[src/source/tlb_defs.svh]
`ifndef TLB_DEFS_SVH
`define TLB_DEFS_SVH

// Address geometry
`define TLB_VPN_W      20
`define TLB_PTAG_W     22
`define TLB_META_W     8

// Number of sets is 2**TLB_ENTRIES_W
`define TLB_ENTRIES_W  4

// Associativity, 2 or more
`define TLB_WAYS       3
`define TLB_WAY_W      $clog2(`TLB_WAYS)

// Command encodings on request.cmd
`define TLB_CMD_NONE            2'd0
`define TLB_CMD_RESOLVE         2'd1
`define TLB_CMD_NEW_ENTRY       2'd2
`define TLB_CMD_INVALIDATE_ALL  2'd3

`endif

[src/source/tlb_pkg.sv]
`include "tlb_defs.svh"

package tlb_pkg;

    typedef logic [`TLB_VPN_W-1:0]                vpn_t;
    typedef logic [`TLB_ENTRIES_W-1:0]            set_index_t;   // Low part of the VPN
    typedef logic [`TLB_VPN_W-`TLB_ENTRIES_W-1:0] vtag_t;        // High part of the VPN
    typedef logic [`TLB_PTAG_W-1:0]               ptag_t;
    typedef logic [`TLB_META_W-1:0]               metadata_t;    // Bit 0 is valid
    typedef logic [`TLB_META_W-1:1]               metadata_hi_t;
    typedef logic [`TLB_WAY_W-1:0]                way_index_t;
    typedef logic [1:0]                           tlb_cmd_t;

    typedef struct packed {
        tlb_cmd_t  cmd;
        vpn_t      vpn;
        metadata_t new_metadata;
        ptag_t     new_ptag;
    } tlb_request_t;

    // Payload as read back from one way
    typedef struct packed {
        vtag_t        vtag;
        ptag_t        ptag;
        metadata_hi_t meta_hi;
    } tlb_way_read_t;

    typedef struct packed {
        logic       hit;
        way_index_t way;
        metadata_t  metadata;
        ptag_t      ptag;
    } tlb_result_t;

endpackage

[src/source/tlb_mem_1rw.sv]
module tlb_mem_1rw #(
    parameter int WIDTH = 8,
    parameter int DEPTH = 16
) (
    input  logic                     clk,
    input  logic [$clog2(DEPTH)-1:0] address,
    input  logic                     read,
    input  logic                     write,
    input  logic [WIDTH-1:0]         writedata,
    output logic [WIDTH-1:0]         readdata
);

    logic [WIDTH-1:0] storage [DEPTH];

    always_ff @(posedge clk) begin
        if (write) begin
            storage[address] <= writedata;
        end
        if (read) begin
            readdata <= storage[address]; // Held until the next read
        end
    end

    // Single port, the controller never issues both in one cycle
    read_write_exclusive: assert property (
        @(posedge clk) !(read && write)
    );

endmodule

[src/source/tlb_way_store.sv]
`include "tlb_defs.svh"

module tlb_way_store (
    input  logic                   clk,
    input  tlb_pkg::set_index_t    address,
    input  logic                   read,
    input  logic                   write,
    input  tlb_pkg::vtag_t         write_vtag,
    input  tlb_pkg::ptag_t         write_ptag,
    input  tlb_pkg::metadata_hi_t  write_meta,
    output tlb_pkg::tlb_way_read_t way_read
);

    localparam int SETS = 2 ** `TLB_ENTRIES_W;

    tlb_mem_1rw #(
        .WIDTH ($bits(tlb_pkg::vtag_t)),
        .DEPTH (SETS)
    ) u_vtag_mem (
        .clk       (clk),
        .address   (address),
        .read      (read),
        .write     (write),
        .writedata (write_vtag),
        .readdata  (way_read.vtag)
    );

    tlb_mem_1rw #(
        .WIDTH ($bits(tlb_pkg::ptag_t)),
        .DEPTH (SETS)
    ) u_ptag_mem (
        .clk       (clk),
        .address   (address),
        .read      (read),
        .write     (write),
        .writedata (write_ptag),
        .readdata  (way_read.ptag)
    );

    // Metadata bit 0 lives in the controller as the valid bit
    tlb_mem_1rw #(
        .WIDTH ($bits(tlb_pkg::metadata_hi_t)),
        .DEPTH (SETS)
    ) u_meta_mem (
        .clk       (clk),
        .address   (address),
        .read      (read),
        .write     (write),
        .writedata (write_meta),
        .readdata  (way_read.meta_hi)
    );

endmodule

[src/source/tlb_control.sv]
`include "tlb_defs.svh"

module tlb_control (
    input  logic                  clk,
    input  logic                  reset,
    input  tlb_pkg::tlb_request_t request,
    output logic                  mem_read,
    output logic [`TLB_WAYS-1:0]  way_write,
    output tlb_pkg::vtag_t        stage_vtag,
    output logic [`TLB_WAYS-1:0]  stage_valid,
    output logic                  resolve_done
);

    localparam int SETS = 2 ** `TLB_ENTRIES_W;
    localparam tlb_pkg::way_index_t LAST_WAY = tlb_pkg::way_index_t'(`TLB_WAYS - 1);

    tlb_pkg::set_index_t            req_index;
    tlb_pkg::vtag_t                 req_vtag;
    tlb_pkg::set_index_t            stage_index;
    tlb_pkg::way_index_t            victim;
    logic [`TLB_WAYS-1:0][SETS-1:0] valid;
    logic                           is_resolve;
    logic                           is_new_entry;
    logic                           is_invalidate;

    assign req_index = request.vpn[`TLB_ENTRIES_W-1:0];
    assign req_vtag  = request.vpn[`TLB_VPN_W-1:`TLB_ENTRIES_W];

    assign is_resolve    = (request.cmd == `TLB_CMD_RESOLVE);
    assign is_new_entry  = (request.cmd == `TLB_CMD_NEW_ENTRY);
    assign is_invalidate = (request.cmd == `TLB_CMD_INVALIDATE_ALL);

    assign mem_read = is_resolve;

    always_comb begin
        way_write = '0;
        if (is_new_entry) begin
            way_write[victim] = 1'b1; // Only the victim way is written
        end
    end

    // Valid bits and round-robin victim pointer
    always_ff @(posedge clk) begin
        if (reset || is_invalidate) begin
            valid  <= '0;
            victim <= '0;
        end else if (is_new_entry) begin
            valid[victim][req_index] <= request.new_metadata[0];
            victim <= (victim == LAST_WAY) ? '0 : victim + 1'b1;
        end
    end

    always_ff @(posedge clk) begin
        if (is_resolve) begin
            stage_vtag  <= req_vtag;
            stage_index <= req_index;
        end
    end

    always_ff @(posedge clk) begin
        if (reset) begin
            resolve_done <= 1'b0;
        end else begin
            resolve_done <= is_resolve;
        end
    end

    always_comb begin
        for (int w = 0; w < `TLB_WAYS; w++) begin
            stage_valid[w] = valid[w][stage_index]; // Reads the live valid bits
        end
    end

    victim_in_range: assert property (
        @(posedge clk) disable iff (reset) victim <= LAST_WAY
    );

    // Exactly one way on a new entry and none otherwise
    single_way_write: assert property (
        @(posedge clk) disable iff (reset)
        $onehot0(way_write) && ((way_write != '0) == is_new_entry)
    );

    // Result strobe high exactly one edge after each resolve
    done_after_resolve: assert property (
        @(posedge clk) disable iff (reset)
        resolve_done == $past(is_resolve && !reset)
    );

endmodule

[src/source/tlb_hit_select.sv]
`include "tlb_defs.svh"

module tlb_hit_select (
    input  tlb_pkg::tlb_way_read_t [`TLB_WAYS-1:0] way_reads,
    input  tlb_pkg::vtag_t                         stage_vtag,
    input  logic [`TLB_WAYS-1:0]                   stage_valid,
    output tlb_pkg::tlb_result_t                   result
);

    logic [`TLB_WAYS-1:0] way_hit;

    always_comb begin
        for (int w = 0; w < `TLB_WAYS; w++) begin
            way_hit[w] = stage_valid[w] && (way_reads[w].vtag == stage_vtag);
        end
    end

    // Later ways override earlier ones, so the highest hit wins
    always_comb begin
        result.hit      = 1'b0;
        result.way      = '0;
        result.ptag     = way_reads[0].ptag;     // Don't care on a miss
        result.metadata = {way_reads[0].meta_hi, stage_valid[0]};
        for (int w = 0; w < `TLB_WAYS; w++) begin
            if (way_hit[w]) begin
                result.hit      = 1'b1;
                result.way      = tlb_pkg::way_index_t'(w);
                result.ptag     = way_reads[w].ptag;
                result.metadata = {way_reads[w].meta_hi, stage_valid[w]};
            end
        end
    end

endmodule

[src/source/tlb.sv]
`include "tlb_defs.svh"

module tlb (
    input  logic                  clk,
    input  logic                  reset,
    input  tlb_pkg::tlb_request_t request,
    output tlb_pkg::tlb_result_t  result,
    output logic                  resolve_done
);

    logic                                   mem_read;
    logic [`TLB_WAYS-1:0]                   way_write;
    tlb_pkg::vtag_t                         stage_vtag;
    logic [`TLB_WAYS-1:0]                   stage_valid;
    tlb_pkg::tlb_way_read_t [`TLB_WAYS-1:0] way_reads;

    tlb_control u_control (
        .clk          (clk),
        .reset        (reset),
        .request      (request),
        .mem_read     (mem_read),
        .way_write    (way_write),
        .stage_vtag   (stage_vtag),
        .stage_valid  (stage_valid),
        .resolve_done (resolve_done)
    );

    // All ways share address and write data, way_write picks the victim
    for (genvar w = 0; w < `TLB_WAYS; w++) begin : g_way
        tlb_way_store u_way_store (
            .clk        (clk),
            .address    (request.vpn[`TLB_ENTRIES_W-1:0]),
            .read       (mem_read),
            .write      (way_write[w]),
            .write_vtag (request.vpn[`TLB_VPN_W-1:`TLB_ENTRIES_W]),
            .write_ptag (request.new_ptag),
            .write_meta (request.new_metadata[`TLB_META_W-1:1]),
            .way_read   (way_reads[w])
        );
    end

    tlb_hit_select u_hit_select (
        .way_reads   (way_reads),
        .stage_vtag  (stage_vtag),
        .stage_valid (stage_valid),
        .result      (result)
    );

endmodule

[config.mk]
export PLATFORM = sky130hd
export DESIGN_NAME = tlb
export DESIGN_NICKNAME = d
export VERILOG_FILES = /design/src/source/tlb_pkg.sv /design/src/source/tlb_mem_1rw.sv /design/src/source/tlb_way_store.sv /design/src/source/tlb_control.sv /design/src/source/tlb_hit_select.sv /design/src/source/tlb.sv
export VERILOG_INCLUDE_DIRS = /design/src /design/src/source
export SDC_FILE = /design/constraint.sdc
export NUM_CORES = 2
export LEC_CHECK = 0
export BUFFER_PORTS_ARGS = -buffer_cell sky130_fd_sc_hd__clkbuf_2
export CORE_ASPECT_RATIO = 1.4
export CORE_UTILIZATION = 45
export CTS_CLUSTER_SIZE = 30
export DETAILED_ROUTE_END_ITERATION = 7
export GPL_TIMING_DRIVEN = 0
export PLACE_DENSITY = 0.62
export SLEW_MARGIN = 10
export SYNTH_ARGS = -nofsm -noshare
export SYNTH_HDL_FRONTEND = slang
export SYNTH_SLANG_ARGS = --single-unit
export TNS_END_PERCENT = 50
[constraint.sdc]
create_clock -name clk -period 30 [get_ports clk]
set_input_delay 6 -clock clk [delete_from_list [all_inputs] [get_ports clk]]
set_output_delay 6 -clock clk [all_outputs]
set_load 0.01 [all_outputs]
==> metrics <==
final WL=234 mm; Synth async-reset ratio=0; Synth warnings=0; f_max=between 90 and 100 MHz; share of cells above drive strength 1=0.314; height of the die=529 µm; Yosys top cell by area=edfxtp_1; Worst Hold Depth=2; placer's final routability congestion estimate=~0.9; PwrDens=roughly 64 mW/mm²; H-tree levels=4; first-pass GRT wire length=approximately 330 mm; Syn Inst Count=3,673; grt met1 use=0.300; number of global-route vias before repair=roughly 43,000; Post-DRT Antenna Nets=0; CP max stage cell=nor4_1; HPWL Detailed=159 mm; remaining global-route overflow=0; Hold Crit Class=reg2reg; final period utilization=0.349; CP top delay family=simple AND/OR/NAND/NOR gates; Area Overhead vs Synth=14.6%; Mapped Avg Cell Area=about 24 µm²; CP cell instances=xor2_1 -> nor4_1 -> and4_1 -> buf_2 -> buf_2 -> a32oi_1 -> a21oi_1 -> clkbuf_2; Post-Syn Nets=between 3,000 and 4,000; Post-synth EDFFs=about 2,300; register area share after synthesis=0.789; FP Rows=193; Pwr Total=between 6 and 7 mW; CP Class=reg2out; Final setup viols=0; via-per-instance ratio=between 6 and 7; NumNets Final=between 4,000 and 5,000; clock latency on the worst-skew pair=approximately 0.85 ns; Reg area=around 0.071 mm²; Worst EP arrival=~4.5 ns; Fin. Hold Viols=0; post-synth top area share=0.778; relative slew slack=0.131; maximum VDD drop=between 50 and 60 µV; I/O pins=88; Synth Cell Area=roughly 0.089 mm²; largest net degree at the start of global routing=50; Leakage=around 31 nW; # fillers=between 10,000 and 15,000; drt pass-1 iters=8; met3 Use GR=0.0341; CP max stage delay=about 0.73 ns; core area=about 0.20 mm²; synth top area cells=edfxtp_1 78%, mux4_2 17%, dfxtp_1 1.1%; CP Data Required Time=around 24 ns; FF-to-FF path depth=5; clock-pin slew on the worst setup and hold paths=~0.07 ns; most instantiated cells after synthesis=2,315 x edfxtp_1, 686 x mux4_2, 95 x clkbuf_1; total negative setup slack=0 ns; Final Critical Period=10.46 ns; DRT iter0 DRCs=about 4,600; antenna violations before repair=11; multi-input combinational cell area=0.0182 mm²; RSZ-0062 raised after global routing=false; crit path max fanout=10; vias=roughly 42,000; clock buffer depth=4; status=finished clean; DRC Markers=0; Total GRT Usage=0.237; Least-Margin Pin Slew=~1.3 ns; critical path launch point type=register; Synth Flop Type=edfxtp_1; hold_buf cts=0; Clock Sinks=~2,400; die area=0.200 mm²; IO Port Bufs=86; top-count cell post-synth=edfxtp_1; Crit. path cell count=8; busiest layer in global routing=met2; crit path capture type=primary output; Max Transition Viols Final=0; die span in x=roughly 380 µm; post-synth cell types=34; Post-CTS Setup Inserts=0; Crit path buffers/inverters=3; PostCTS Resize Cnt=0; clock root buffer=clkbuf_16; Seq cells post-synth=around 2,400; met2 Usage GRT=0.409; CTS tree=built; Starting Density=0.453; CTS Buf Count=about 210; WL/cell=33.9 µm; most used cell, CP=buf_2; Worst Skew=around 0.034 ns; Max-cap violations=0
-- where the power goes --
| part | switching [mW] | leakage (nW) | internal, mW |
|---|---|---|---|
| sequential | 0.0167 | 21.3 | 3.65 |
| combinational | 0.180 | 6.89 | 0.115 |
| clock | 1.17 | 3.16 | 1.44 |
-- routing by layer --
| layer | routed length [µm] | vias up |
|---|---|---|
| met1 | 86200 | 22711 |
| met4 | 10800 | 4 |
| met3 | 15600 | 432 |
| met2 | 122000 | 1759 |
| li1 | - | 16736 |
| met5 | 21 | - |
-- sequential cells by signal (all words and copies together), names as in the netlist --
signal	flops
u_control.stage_vtag	16
u_control.valid	48
g_way.u_way_store.u_vtag_mem.readdata	48
u_control.resolve_done	1
g_way.u_way_store.u_ptag_mem.storage	1056
g_way.u_way_store.u_ptag_mem.readdata	66
g_way.u_way_store.u_meta_mem.storage	336
g_way.u_way_store.u_meta_mem.readdata	21
u_control.stage_index	4
u_control.victim	2
g_way.u_way_store.u_vtag_mem.storage	768
-- cell usage in the layout (no fill, tap or decap), types with 4 or more instances in the layout --
master / netlist / final
edfxtp_1: 2315 / 2315
mux4_2: 686 / 686
clkbuf_16: 0 / 215
clkbuf_1: 95 / 133
clkbuf_2: 1 / 94
buf_12: 0 / 82
buf_2: 68 / 74
a21oi_1: 73 / 73
nand2_1: 59 / 59
clkinv_1: 0 / 52
o21ai_0: 51 / 51
dfxtp_1: 51 / 51
buf_4: 13 / 47
nor2_4: 0 / 42
xor2_1: 32 / 32
nor3_1: 30 / 30
a32oi_1: 29 / 29
clkinv_2: 0 / 28
o21ai_1: 20 / 20
buf_6: 8 / 18
xnor2_1: 16 / 16
buf_1: 15 / 15
bufinv_16: 0 / 14
buf_16: 0 / 13
nor2_1: 52 / 10
diode_2: 0 / 9
nor4_1: 13 / 9
nand4_1: 9 / 9
nor2b_1: 8 / 7
clkinvlp_4: 0 / 7
nand3_1: 6 / 6
mux2i_1: 6 / 6
clkinv_4: 0 / 6
nor4_2: 2 / 4
-- worst reg2reg max path, delay by kind of cell, from the launching register on --
kind,cells,cell delay [ns]
AND/OR/NAND/NOR,2,1.41
flip-flops,1,0.33
buffers and inverters,3,1.03
-- logic make-up (layout without fill, tap and decap cells) --
family          after synthesis  in the layout  synth area share
compound gates              175            175            0.0111
xor+xnor                     48             48           0.00470
flops                      2366           2366             0.789
buf+inv                     200            806            0.0106
other cells                   0              9                 0
simple gates                190            190            0.0101
mux                         694            694             0.174
-- final cells by class --
class,count,area share
Antenna cell,9,0.000220
Buffer,200,0.00932
Clock buffer,263,0.0546
Clock inverter,111,0.00886
Multi-Input combinational cell,1107,0.178
Sequential cell,2366,0.689
Tap cell,2632,0.0322
Timing Repair Buffer,232,0.0278
-- stage by stage --
stage	cell area, µm²	util	cells	hold slack, ns	worst slack (ns)
after global routing	102000	0.519	6913	0.501	19.35
after floorplan	89400	-	3673	0.449	16.42
after global placement	93100	0.472	6391	0.457	8.56
after detailed placement	95900	0.486	6537	0.465	20.26
final	102000	0.519	6920	0.475	19.54
after CTS	102000	0.519	6911	0.474	19.62
-- worst paths after layout --
kind,from,end,slack [ns]
max,u_control.stage_vtag[5],result[19],19.54
min,u_control.valid[1],u_control.valid[1],0.47
max reg2reg,u_control.victim[1],g_way[0].u_way_store.u_ptag_mem.storage[12][6],26.87
min reg2reg,u_control.valid[1],u_control.valid[1],0.47
Note: power is estimated with default switching activity, not from simulation.
